$ cat src/include/ctrl_consts.svh
`ifndef CTRL_CONSTS_SVH
`define CTRL_CONSTS_SVH

// Forwarding source selects
`define FWD_NONE 2'd0
`define FWD_WB   2'd1
`define FWD_MEM  2'd2

// Write-back source selects
`define WB_DMEM  2'd0
`define WB_ALU   2'd1
`define WB_PC4   2'd2

// ALU operations
`define ALU_ADD  4'd0
`define ALU_SUB  4'd1
`define ALU_AND  4'd2
`define ALU_OR   4'd3
`define ALU_XOR  4'd4
`define ALU_SLL  4'd5
`define ALU_SLT  4'd6
`define ALU_SLTU 4'd7
`define ALU_SRL  4'd8
`define ALU_SRA  4'd9

// Immediate formats for the immediate generator
`define IMM_I    3'd0
`define IMM_S    3'd1
`define IMM_B    3'd2
`define IMM_U    3'd3
`define IMM_J    3'd4

`endif

$ cat src/source/ctrlPkg.sv
package ctrlPkg;

    // ID outputs for fetch and hazard detection
    typedef struct packed {
        logic       jumpEarly;    // JAL target known in ID
        logic       branchEarly;
        logic [2:0] immSel;
        logic       memRead;      // Load in ID, for load-use stalls
        logic [1:0] wbSel;
    } idCtl_t;

    typedef struct packed {
        logic [3:0] aluSel;
        logic       aluASel;      // 0 rs1, 1 PC
        logic       aluBSel;      // 0 rs2, 1 imm
        logic       branchSigned;
        logic [1:0] wbSel;
    } exCtl_t;

    typedef struct packed {
        logic [2:0] funct3;       // Access size and sign
        logic       dmemWrite;
    } memCtl_t;

    typedef struct packed {
        logic       regWEn;
        logic [1:0] wbSel;
        logic [4:0] rd;
    } wbCtl_t;

    // ====================
    // Stage register bundle
    // ====================
    typedef struct packed {
        logic       valid;
        logic       isJump;
        logic       isBranch;
        logic [2:0] funct3;
        logic       regWEn;
        logic [1:0] wbSel;
        logic       dmemWrite;
        logic       branchSigned;
        logic [3:0] aluSel;
        logic       aluASel;
        logic       aluBSel;
        logic       usesRs1;
        logic       usesRs2;
        logic [4:0] rs1;
        logic [4:0] rs2;
        logic [4:0] rd;
        logic       brEq;         // Filled on the way into MEM
        logic       brLt;
    } stageInfo_t;

    typedef struct packed {
        logic [1:0] fwdA;
        logic [1:0] fwdB;
        logic [1:0] fwdDmem;
        logic [1:0] fwdBranchA;
        logic [1:0] fwdBranchB;
    } fwdSel_t;

    typedef struct packed {
        logic pcRedirect;
        logic toFallThrough;
        logic resolved;       // Predictor update strobe
        logic actualTaken;
    } branchOutcome_t;

    typedef struct packed {
        logic stall;
        logic flushEx;
        logic flushMem;
    } hazardCtl_t;

endpackage

$ cat src/source/isaPkg.sv
package isaPkg;

    // RV32I major opcodes
    typedef enum logic [6:0] {
        LOAD   = 7'b0000011,
        STORE  = 7'b0100011,
        OP     = 7'b0110011,
        OP_IMM = 7'b0010011,
        BRANCH = 7'b1100011,
        JAL    = 7'b1101111,
        JALR   = 7'b1100111,
        LUI    = 7'b0110111,
        AUIPC  = 7'b0010111
    } opcode_e;

    typedef enum logic [2:0] {
        BEQ  = 3'b000,
        BNE  = 3'b001,
        BLT  = 3'b100,
        BGE  = 3'b101,
        BLTU = 3'b110,
        BGEU = 3'b111
    } brFunct3_e;

    typedef enum logic [2:0] {
        F3_ADD  = 3'b000,  // ADD or SUB
        F3_SLL  = 3'b001,
        F3_SLT  = 3'b010,
        F3_SLTU = 3'b011,
        F3_XOR  = 3'b100,
        F3_SR   = 3'b101,  // SRL or SRA
        F3_OR   = 3'b110,
        F3_AND  = 3'b111
    } aluFunct3_e;

    // ====================
    // Instruction formats
    // ====================
    typedef struct packed {
        logic [6:0] funct7;
        logic [4:0] rs2;
        logic [4:0] rs1;
        logic [2:0] funct3;
        logic [4:0] rd;
        opcode_e    opcode;
    } rType_t;

    typedef struct packed {
        logic [11:0] imm;
        logic [4:0]  rs1;
        logic [2:0]  funct3;
        logic [4:0]  rd;
        opcode_e     opcode;
    } iType_t;

    typedef struct packed {
        logic [6:0] immHi;
        logic [4:0] rs2;
        logic [4:0] rs1;
        logic [2:0] funct3;
        logic [4:0] immLo;
        opcode_e    opcode;
    } sType_t;

    typedef struct packed {
        logic       imm12;
        logic [5:0] imm10to5;
        logic [4:0] rs2;
        logic [4:0] rs1;
        logic [2:0] funct3;
        logic [3:0] imm4to1;
        logic       imm11;
        opcode_e    opcode;
    } bType_t;

    typedef struct packed {
        logic [19:0] imm;
        logic [4:0]  rd;
        opcode_e     opcode;
    } uType_t;

    typedef struct packed {
        logic       imm20;
        logic [9:0] imm10to1;
        logic       imm11;
        logic [7:0] imm19to12;
        logic [4:0] rd;
        opcode_e    opcode;
    } jType_t;

    // One word, six ways of reading it
    typedef union packed {
        rType_t rType;
        iType_t iType;
        sType_t sType;
        bType_t bType;
        uType_t uType;
        jType_t jType;
    } instrWord_u;

endpackage

$ cat src/source/branchResolver.sv
module branchResolver
    import isaPkg::*;
    import ctrlPkg::*;
(
    input  stageInfo_t     memStage,
    input  logic           predictedTaken,
    output branchOutcome_t outcome
);

    logic taken;

    // Condition from the comparator results captured with the branch
    always_comb begin
        case (brFunct3_e'(memStage.funct3))
            BEQ:       taken = memStage.brEq;
            BNE:       taken = !memStage.brEq;
            BLT, BLTU: taken = memStage.brLt;
            BGE, BGEU: taken = !memStage.brLt;
            default:   taken = 1'b0;
        endcase
    end

    always_comb begin
        outcome = '0;
        if (memStage.isJump) begin
            // Always taken, redirect only if fetch missed it
            outcome.pcRedirect = !predictedTaken;
        end else if (memStage.isBranch) begin
            outcome.resolved      = 1'b1;
            outcome.actualTaken   = taken;
            outcome.pcRedirect    = taken != predictedTaken;
            outcome.toFallThrough = predictedTaken && !taken;   // Back to PC + 4
        end
    end

endmodule

$ cat src/source/controlPath.sv
module controlPath
    import ctrlPkg::*;
(
    input  logic           clk,
    input  logic           reset,
    input  logic [31:0]    instr,
    input  logic           brEq,            // For the EX instruction
    input  logic           brLt,
    input  logic           predictedTaken,  // For the MEM instruction
    input  hazardCtl_t     hazard,
    output idCtl_t         idCtl,
    output exCtl_t         exCtl,
    output memCtl_t        memCtl,
    output wbCtl_t         wbCtl,
    output fwdSel_t        fwd,
    output branchOutcome_t outcome
);

    stageInfo_t idInfo;
    stageInfo_t exStage;
    stageInfo_t memStage;
    stageInfo_t wbStage;

    instrDecoder decoder0 (
        .instr  (instr),
        .idInfo (idInfo),
        .idCtl  (idCtl)
    );

    stageRegs stageRegs0 (
        .clk      (clk),
        .reset    (reset),
        .hazard   (hazard),
        .idInfo   (idInfo),
        .brEq     (brEq),
        .brLt     (brLt),
        .exStage  (exStage),
        .memStage (memStage),
        .wbStage  (wbStage)
    );

    forwardUnit forward0 (
        .exStage  (exStage),
        .memStage (memStage),
        .wbStage  (wbStage),
        .fwd      (fwd)
    );

    branchResolver resolver0 (
        .memStage       (memStage),
        .predictedTaken (predictedTaken),
        .outcome        (outcome)
    );

    // ====================
    // Per-stage outputs
    // ====================
    assign exCtl = '{aluSel:       exStage.aluSel,
                     aluASel:      exStage.aluASel,
                     aluBSel:      exStage.aluBSel,
                     branchSigned: exStage.branchSigned,
                     wbSel:        exStage.wbSel};

    assign memCtl = '{funct3: memStage.funct3, dmemWrite: memStage.dmemWrite};

    assign wbCtl = '{regWEn: wbStage.regWEn, wbSel: wbStage.wbSel, rd: wbStage.rd};

endmodule

$ cat src/source/forwardUnit.sv
`include "ctrl_consts.svh"

module forwardUnit
    import ctrlPkg::*;
(
    input  stageInfo_t exStage,
    input  stageInfo_t memStage,
    input  stageInfo_t wbStage,
    output fwdSel_t    fwd
);

    logic [1:0] selRs1;
    logic [1:0] selRs2;

    // Youngest writer wins, x0 never forwards
    function automatic logic [1:0] srcSel(
        input logic       used,
        input logic [4:0] src,
        input stageInfo_t memW,
        input stageInfo_t wbW
    );
        logic [1:0] sel;
        sel = `FWD_NONE;
        if (used && memW.regWEn && memW.rd != 5'd0 && memW.rd == src) begin
            sel = `FWD_MEM;
        end else if (used && wbW.regWEn && wbW.rd != 5'd0 && wbW.rd == src) begin
            sel = `FWD_WB;
        end
        return sel;
    endfunction

    assign selRs1 = srcSel(exStage.usesRs1, exStage.rs1, memStage, wbStage);
    assign selRs2 = srcSel(exStage.usesRs2, exStage.rs2, memStage, wbStage);

    always_comb begin
        fwd = '0;
        if (exStage.isBranch) begin
            // Comparator operands only, the ALU computes the target
            fwd.fwdBranchA = selRs1;
            fwd.fwdBranchB = selRs2;
        end else begin
            fwd.fwdA = selRs1;
            if (exStage.dmemWrite) begin
                fwd.fwdDmem = selRs2;        // Store data
            end else begin
                fwd.fwdB = selRs2;
            end
        end
    end

endmodule

$ cat src/source/instrDecoder.sv
`include "ctrl_consts.svh"

module instrDecoder
    import isaPkg::*;
    import ctrlPkg::*;
(
    input  instrWord_u instr,
    output stageInfo_t idInfo,
    output idCtl_t     idCtl
);

    // funct3 plus the alternate bit (instr[30]) to an ALU operation
    function automatic logic [3:0] aluOp(input logic [2:0] f3, input logic alt);
        logic [3:0] op;
        case (f3)
            F3_ADD:  op = alt ? `ALU_SUB : `ALU_ADD;
            F3_SLL:  op = `ALU_SLL;
            F3_SLT:  op = `ALU_SLT;
            F3_SLTU: op = `ALU_SLTU;
            F3_XOR:  op = `ALU_XOR;
            F3_SR:   op = alt ? `ALU_SRA : `ALU_SRL;
            F3_OR:   op = `ALU_OR;
            default: op = `ALU_AND;
        endcase
        return op;
    endfunction

    always_comb begin
        idInfo        = '0;
        idInfo.rd     = instr.rType.rd;
        idInfo.wbSel  = `WB_ALU;
        idInfo.aluSel = `ALU_ADD;
        idCtl         = '0;
        idCtl.immSel  = `IMM_I;

        case (instr.rType.opcode)
            OP: begin
                idInfo.valid   = 1'b1;
                idInfo.regWEn  = 1'b1;
                idInfo.funct3  = instr.rType.funct3;
                idInfo.rs1     = instr.rType.rs1;
                idInfo.rs2     = instr.rType.rs2;
                idInfo.usesRs1 = 1'b1;
                idInfo.usesRs2 = 1'b1;
                idInfo.aluSel  = aluOp(instr.rType.funct3, instr.rType.funct7[5]);
            end
            OP_IMM: begin
                idInfo.valid   = 1'b1;
                idInfo.regWEn  = 1'b1;
                idInfo.funct3  = instr.iType.funct3;
                idInfo.rs1     = instr.iType.rs1;
                idInfo.usesRs1 = 1'b1;
                idInfo.aluBSel = 1'b1;
                // No SUBI, so only the shifts look at bit 30
                idInfo.aluSel  = aluOp(instr.iType.funct3,
                                       instr.iType.funct3 == F3_SR && instr.iType.imm[10]);
            end
            LOAD: begin
                idInfo.valid   = 1'b1;
                idInfo.regWEn  = 1'b1;
                idInfo.funct3  = instr.iType.funct3;
                idInfo.rs1     = instr.iType.rs1;
                idInfo.usesRs1 = 1'b1;
                idInfo.aluBSel = 1'b1;           // Address = rs1 + imm
                idInfo.wbSel   = `WB_DMEM;
                idCtl.memRead  = 1'b1;
            end
            STORE: begin
                idInfo.valid     = 1'b1;
                idInfo.funct3    = instr.sType.funct3;
                idInfo.rs1       = instr.sType.rs1;
                idInfo.rs2       = instr.sType.rs2;
                idInfo.usesRs1   = 1'b1;
                idInfo.usesRs2   = 1'b1;
                idInfo.aluBSel   = 1'b1;
                idInfo.dmemWrite = 1'b1;
                idCtl.immSel     = `IMM_S;
            end
            BRANCH: begin
                idInfo.valid        = 1'b1;
                idInfo.isBranch     = 1'b1;
                idInfo.funct3       = instr.bType.funct3;
                idInfo.rs1          = instr.bType.rs1;
                idInfo.rs2          = instr.bType.rs2;
                idInfo.usesRs1      = 1'b1;
                idInfo.usesRs2      = 1'b1;
                idInfo.aluASel      = 1'b1;      // ALU forms the target PC + imm
                idInfo.aluBSel      = 1'b1;
                idInfo.branchSigned = instr.bType.funct3 == BLT || instr.bType.funct3 == BGE;
                idCtl.immSel        = `IMM_B;
            end
            JAL: begin
                idInfo.valid    = 1'b1;
                idInfo.isJump   = 1'b1;
                idInfo.regWEn   = 1'b1;
                idInfo.aluASel  = 1'b1;
                idInfo.aluBSel  = 1'b1;
                idInfo.wbSel    = `WB_PC4;
                idCtl.immSel    = `IMM_J;
                idCtl.jumpEarly = 1'b1;
            end
            JALR: begin
                idInfo.valid   = 1'b1;
                idInfo.isJump  = 1'b1;
                idInfo.regWEn  = 1'b1;
                idInfo.funct3  = instr.iType.funct3;
                idInfo.rs1     = instr.iType.rs1;
                idInfo.usesRs1 = 1'b1;
                idInfo.aluBSel = 1'b1;
                idInfo.wbSel   = `WB_PC4;
            end
            LUI: begin
                // rs1 left at x0 so operand A reads as zero
                idInfo.valid   = 1'b1;
                idInfo.regWEn  = 1'b1;
                idInfo.aluBSel = 1'b1;
                idCtl.immSel   = `IMM_U;
            end
            AUIPC: begin
                idInfo.valid   = 1'b1;
                idInfo.regWEn  = 1'b1;
                idInfo.aluASel = 1'b1;
                idInfo.aluBSel = 1'b1;
                idCtl.immSel   = `IMM_U;
            end
            default: ;                          // Unknown opcode decodes to a bubble
        endcase

        // Writes to x0 are dropped here
        if (idInfo.rd == 5'd0) begin
            idInfo.regWEn = 1'b0;
        end

        idCtl.branchEarly = idInfo.isBranch;
        idCtl.wbSel       = idInfo.wbSel;
    end

endmodule

$ cat src/source/stageRegs.sv
module stageRegs
    import ctrlPkg::*;
(
    input  logic       clk,
    input  logic       reset,
    input  hazardCtl_t hazard,
    input  stageInfo_t idInfo,
    input  logic       brEq,
    input  logic       brLt,
    output stageInfo_t exStage,
    output stageInfo_t memStage,
    output stageInfo_t wbStage
);

    localparam stageInfo_t BUBBLE = '0;

    stageInfo_t exToMem;

    // Comparator results belong to the EX instruction
    always_comb begin
        exToMem      = exStage;
        exToMem.brEq = brEq;
        exToMem.brLt = brLt;
    end

    // ====================
    // ID/EX
    // ====================
    always_ff @(posedge clk) begin
        if (reset) begin
            exStage <= BUBBLE;
        end else if (hazard.flushEx) begin
            exStage <= BUBBLE;               // Flush wins over stall
        end else if (!hazard.stall) begin
            exStage <= idInfo;
        end
    end

    // ====================
    // EX/MEM and MEM/WB
    // ====================
    always_ff @(posedge clk) begin
        if (reset) begin
            memStage <= BUBBLE;
            wbStage  <= BUBBLE;
        end else begin
            // EX instruction stays put on a stall, so MEM gets a hole
            if (hazard.stall || hazard.flushMem) begin
                memStage <= BUBBLE;
            end else begin
                memStage <= exToMem;
            end
            wbStage <= memStage;             // Never held
        end
    end

endmodule

$ cat config.mk
export PLATFORM = sky130hd
export DESIGN_NAME = controlPath
export DESIGN_NICKNAME = d
export VERILOG_FILES = /design/src/source/ctrlPkg.sv /design/src/source/isaPkg.sv /design/src/source/branchResolver.sv /design/src/source/controlPath.sv /design/src/source/forwardUnit.sv /design/src/source/instrDecoder.sv /design/src/source/stageRegs.sv
export VERILOG_INCLUDE_DIRS = /design/src /design/src/include
export SDC_FILE = /design/constraint.sdc
export NUM_CORES = 1
export LEC_CHECK = 0
export ABC_AREA = 1
export BUFFER_PORTS_ARGS = -buffer_cell sky130_fd_sc_hd__buf_2
export CAP_MARGIN = 20
export CORE_UTILIZATION = 36
export DETAILED_ROUTE_END_ITERATION = 8
export GPL_ROUTABILITY_DRIVEN = 0
export HOLD_SLACK_MARGIN = 0.1
export PLACE_DENSITY = 0.64
export SKIP_LAST_GASP = 1
export SLEW_MARGIN = 20
export SYNTH_ARGS = -nofsm -noshare
export SYNTH_HDL_FRONTEND = slang
export SYNTH_SLANG_ARGS = --single-unit
$ cat constraint.sdc
create_clock -name clk -period 1.3 [get_ports clk]
set_clock_uncertainty 0.2 [all_clocks]
set_input_delay 0.13 -clock clk [delete_from_list [all_inputs] [get_ports clk]]
set_output_delay 0.13 -clock clk [all_outputs]
set_load 0.005 [all_outputs]
# Yosys cells after proc, flatten, opt, wreduce, memory -nomap -nowiden
# Index checks and enable logic that the tools add are counted.
# totals
register_bits	57
in_bits	40
output_inout_bits	43
wordCells	124
# op_classes
n_eq_ne	25
n_mux	36
reduce_logical	36
# ops
operator	count
one-hot mux 4 bit (7 select lines)	2
equality test 3 bit, second input constant	7
equality test 7 x 6 -> 1 bit, second input constant	3
equality test 7 bit, second input constant	3
equality test 5 bit	4
2-to-1 mux 1 bit	19
equality test 7 x 5 -> 1 bit, second input constant	2
logical AND 1 bit	14
one-hot mux 3 bit (4 select lines)	1
OR reduction 2 bit	6
2-to-1 mux 5 bit	2
nonzero test 5 bit	2
2-to-1 mux 2 bit	4
2-to-1 mux 4 bit	2
one-hot mux 4 bit (2 select lines)	1
OR reduction 8 bit	1
equality test 7 x 2 -> 1 bit, second input constant	1
OR reduction 7 bit	1
equality test 3 x 1 -> 1 bit, second input constant	2
equality test 3 x 2 -> 1 bit, second input constant	2
logical NOT 3 bit	2
2-to-1 mux 3 bit	2
2-to-1 mux 6 bit	1
OR reduction 3 bit	2
other kinds (7)	11

# Depth between registers and ports, before layout
# logic_depth
depth_word	7
depth_mapped	9

# Modules after synthesis
# From an unflattened synthesis, not the netlist that was laid out.
# unflattened
cells_unflattened	691
hier_area_um2	4697.0
# by_module_without_submodules
module	n_inst	cells_per_inst	area_each_um2	seq_area_each_um2
stageRegs	1	424	3452.1	2162.1
instrDecoder	1	119	641.9	0.0
forwardUnit	1	128	496.7	0.0
branchResolver	1	20	106.4	0.0

# Worst setup path after synthesis
# No wires, ideal clock.
# synth_timing
kind	reg-to-output
from	register stageRegs0.memStage[30] (netlist name)
to	output port outcome[3] in the netlist's numbering
arrival_time_ps	1099
t_required_ps	970
path_slack_ps	-129
path_stages_with_launch	6
cell_sequence	dfxtp_1 xnor2_1 o31ai_1 inv_1 ha_1 o22ai_1
# synth_lines
item	line	source
to (decl)	controlPath.sv:16	output branchOutcome_t outcome

==> flow_metrics.py <==
metrics = {
    "setup_path": {
        "cp-end-kind": "output port",
        "worstPathArrival_ns": 1.56,
        "worstPathMaxFanout": 3,
        "start_kind": "flop",
        "r2r_cells": 3,
        "critical_path_class": "flop to output port",
        "reg2reg_slack_ns": 0.30,
        "reg2reg_to": "stageRegs0.exStage[9]$_SDFFE_PP0N_",
        "crit_required_ns": 0.97,
        "reg2reg_from": "stageRegs0.exStage[9]$_SDFFE_PP0N_",
    },
    "pwr": {
        "cellPowerDensity_nw_per_um2": 924,
        "max-vdd-ir-drop_mv": 0.545,
        "p_total_uw": 3710,
        "p_leak_uw": 0.00184,
    },
    "synth": {
        "yosys.cell_types.count": 36,
        "avgSynthCellArea_um2": 7.07,
        "syn_area_um2": 2710,
        "synth_top_flop_cell": "dfxtp_1",
        "async_reset_ff_frac": 0,
        "synth_nets": 425,
        "synth-seq-cells": 57,
        "ys_seq_area_frac": 0.420,
        "syn_inst": 384,
        "synth_edf_count": 0,
        "ys_warn_count": 0,
    },
    "timing": {
        "tightest_slew_ns": 0.365,
        "setup_tns_ns": -6.43,
        "fin_ws_ns": -0.589,
        "slew_headroom": 0.757,
        "setup_violations": 14,
        "maxSlewViolCount": 0,
        "rsz0062_at_grt": "yes",
        "fmax_ghz": 0.529,
        "fin_crit_sh": 1.45,
        "fin_crit_ns": 1.89,
        "hold_violations": 0,
        "holdWs_ns": 0.0673,
    },
    "worst_hold_path": {
        "hold_depth": 6,
        "hp-class": "input port to flop",
        "hold_end": "stageRegs0.exStage[23]$_SDFFE_PP0N_",
        "worstHoldStart": "instr[13]",
    },
    "final_layout": {
        "final_net_count": 558,
        "layout.cells.non_filler": 621,
        "n_antenna_cell": 0,
        "multi_input_comb_area_um2": 1330,
        "syn_to_final_growth_pct": 48.1,
        "seqCellArea_um2": 1170,
        "fillCellCount": 719,
        "drive_gt1_frac": 0.385,
        "final_cell_mix": "buf_2 (76), nand2_1 (71), nor2_1 (52), buf_4 (42)",
        "final_common_cell": "buf_2",
    },
    "grt": {
        "globalRouteOverflowTotal": 0,
        "antenna_found_initial": 0,
        "grt_first_pass_wirelength_um": 12000,
        "grt_max_degree": 28,
        "grt_pass1_vias": 2624,
        "grt_usage": 0.205,
    },
    "flow_run": {
        "maxCapViolCount": 0,
    },
    "floorplan": {
        "ioPinCount": 83,
        "coreArea_um2": 7250,
        "die_width_um": 88.8,
        "dieArea_um2": 7890,
        "dieHeight_um": 88.8,
        "rows": 31,
        "initial_core_util": 0.374,
    },
    "routing": {
        "dr.pass1.iters": 4,
        "drtIter0Drc": 92,
        "vias": 2854,
        "vias_per_cell": 4.60,
        "wl_per_cell_um": 12.3,
        "postRouteAntennaNets": 0,
        "drc": 0,
        "drt_wl_total_um": 7660,
    },
    "cts": {
        "clk_pin_slew_ns": 0.06,
        "cts_root_buf": "clkbuf_8",
        "cts_tree": "yes",
        "cts.htree.levels": 3,
        "cts_made_buffers": 9,
        "cts.sinks": 57,
        "insertion_delay_ns": 0.33,
        "cts.path.max_buffers": 2,
    },
    "status": {
        "outcome": "complete, but fails checks",
        "violations": "negative setup slack",
    },
    "place": {
        "dp_cells": 572,
        "dpl.hpwl_um": 5280,
        "post-place-ws_ns": -0.256,
        "portBuffers": 76,
    },
}
[kinds of logic (layout without fill, tap and decap cells)]
kind of cell             count (synthesis)  after routing  share of synthesized area
AND/OR/NAND/NOR                        185            185                      0.291
buffers and inverters                   77            215                      0.142
flip-flops                              57             57                      0.420
AO/OA/AOI/OAI                           56             56                      0.116
XOR/XNOR                                 8              8                     0.0258
adder cells (fa/ha/maj)                  1              1                    0.00461
[stage by stage]
stage / utilization / instance area [um2]
global route: 0.554 / 4020
detailed placement: 0.462 / 3350
floorplan: - / 2730
CTS: 0.539 / 3910
global placement: 0.462 / 3350
finish: 0.554 / 4020
[metal layers]
| metal | part of all wire | track usage |
|---|---|---|
| met4 | 0.017 | 0.0792 |
| met3 | 0.048 | 0.0466 |
| met5 | 0 | 0 |
| met2 | 0.48 | 0.350 |
| met1 | 0.45 | 0.249 |
[sequential cells by signal, indices dropped and copies added, names as in the netlist]
register / cells
stageRegs0.wbStage: 8
stageRegs0.memStage: 16
stageRegs0.exStage: 33
[how the worst max path moves through the flow]
stage,from,end,slack [ns],cells after the start
after floorplan,stageRegs0.memStage[30]$_SDFF_PP0_,outcome[3],-0.09,5
after global placement,stageRegs0.memStage[30]$_SDFF_PP0_,outcome[3],-0.22,6
after detailed placement,stageRegs0.memStage[4]$_SDFF_PP0_,fwd[0],-0.26,8
after CTS,stageRegs0.memStage[30]$_SDFF_PP0_,outcome[3],-0.59,6
after global routing,stageRegs0.memStage[30]$_SDFF_PP0_,outcome[3],-0.66,6
final,stageRegs0.memStage[30]$_SDFF_PP0_,outcome[3],-0.59,6
[critical path, cell delays in order, from the launching register on]
cell and delay (ns):
dfxtp_2 0.33, xnor2_1 0.12, o31ai_1 0.22, inv_1 0.12, ha_4 0.27, o22ai_2 0.04, buf_2 0.12
[Yosys cell counts, drive strengths merged (2+ instances only)]
library cell / count / area, um2
o22ai: 4 / 25.0
inv: 50 / 188
nor3: 8 / 45.0
nand2: 78 / 303
nand4: 4 / 25.0
buf: 22 / 169
o21ai: 11 / 55.1
a31oi: 2 / 12.5
nand3: 26 / 135
dfxtp: 57 / 1140
xor2: 6 / 52.6
a21oi: 34 / 181
nor2: 67 / 269
clkbuf: 4 / 25.0
xnor2: 2 / 17.5
[repair_timing]
action                                 4_1_cts  5_1_grt
pin swaps                                    5       11
buffers inserted                             3        2
resized for setup                           35       26
endpoints found under the hold margin       57        9
hold buffers                                27        5
setup endpoints to repair                   18       43
[power breakdown]
group	switching (uW)	total (uW)	leakage, uW	internal (uW)
Sequential	10.2	1770	0.000470	1760
Clock	672	1570	0.000102	894
Combinational	193	376	0.00126	183
Total	876	3710	0.00184	2840
[cell type report]
cell class / count / share of cell area
well taps: 99 / 0.0308
flip-flops and latches: 57 / 0.291
repair buffers: 148 / 0.251
clock buffers: 14 / 0.0454
inverters: 51 / 0.0489
clock inverters: 2 / 0.00249
multi-input cells: 250 / 0.331
Note: power is estimated with default switching activity, not from simulation.
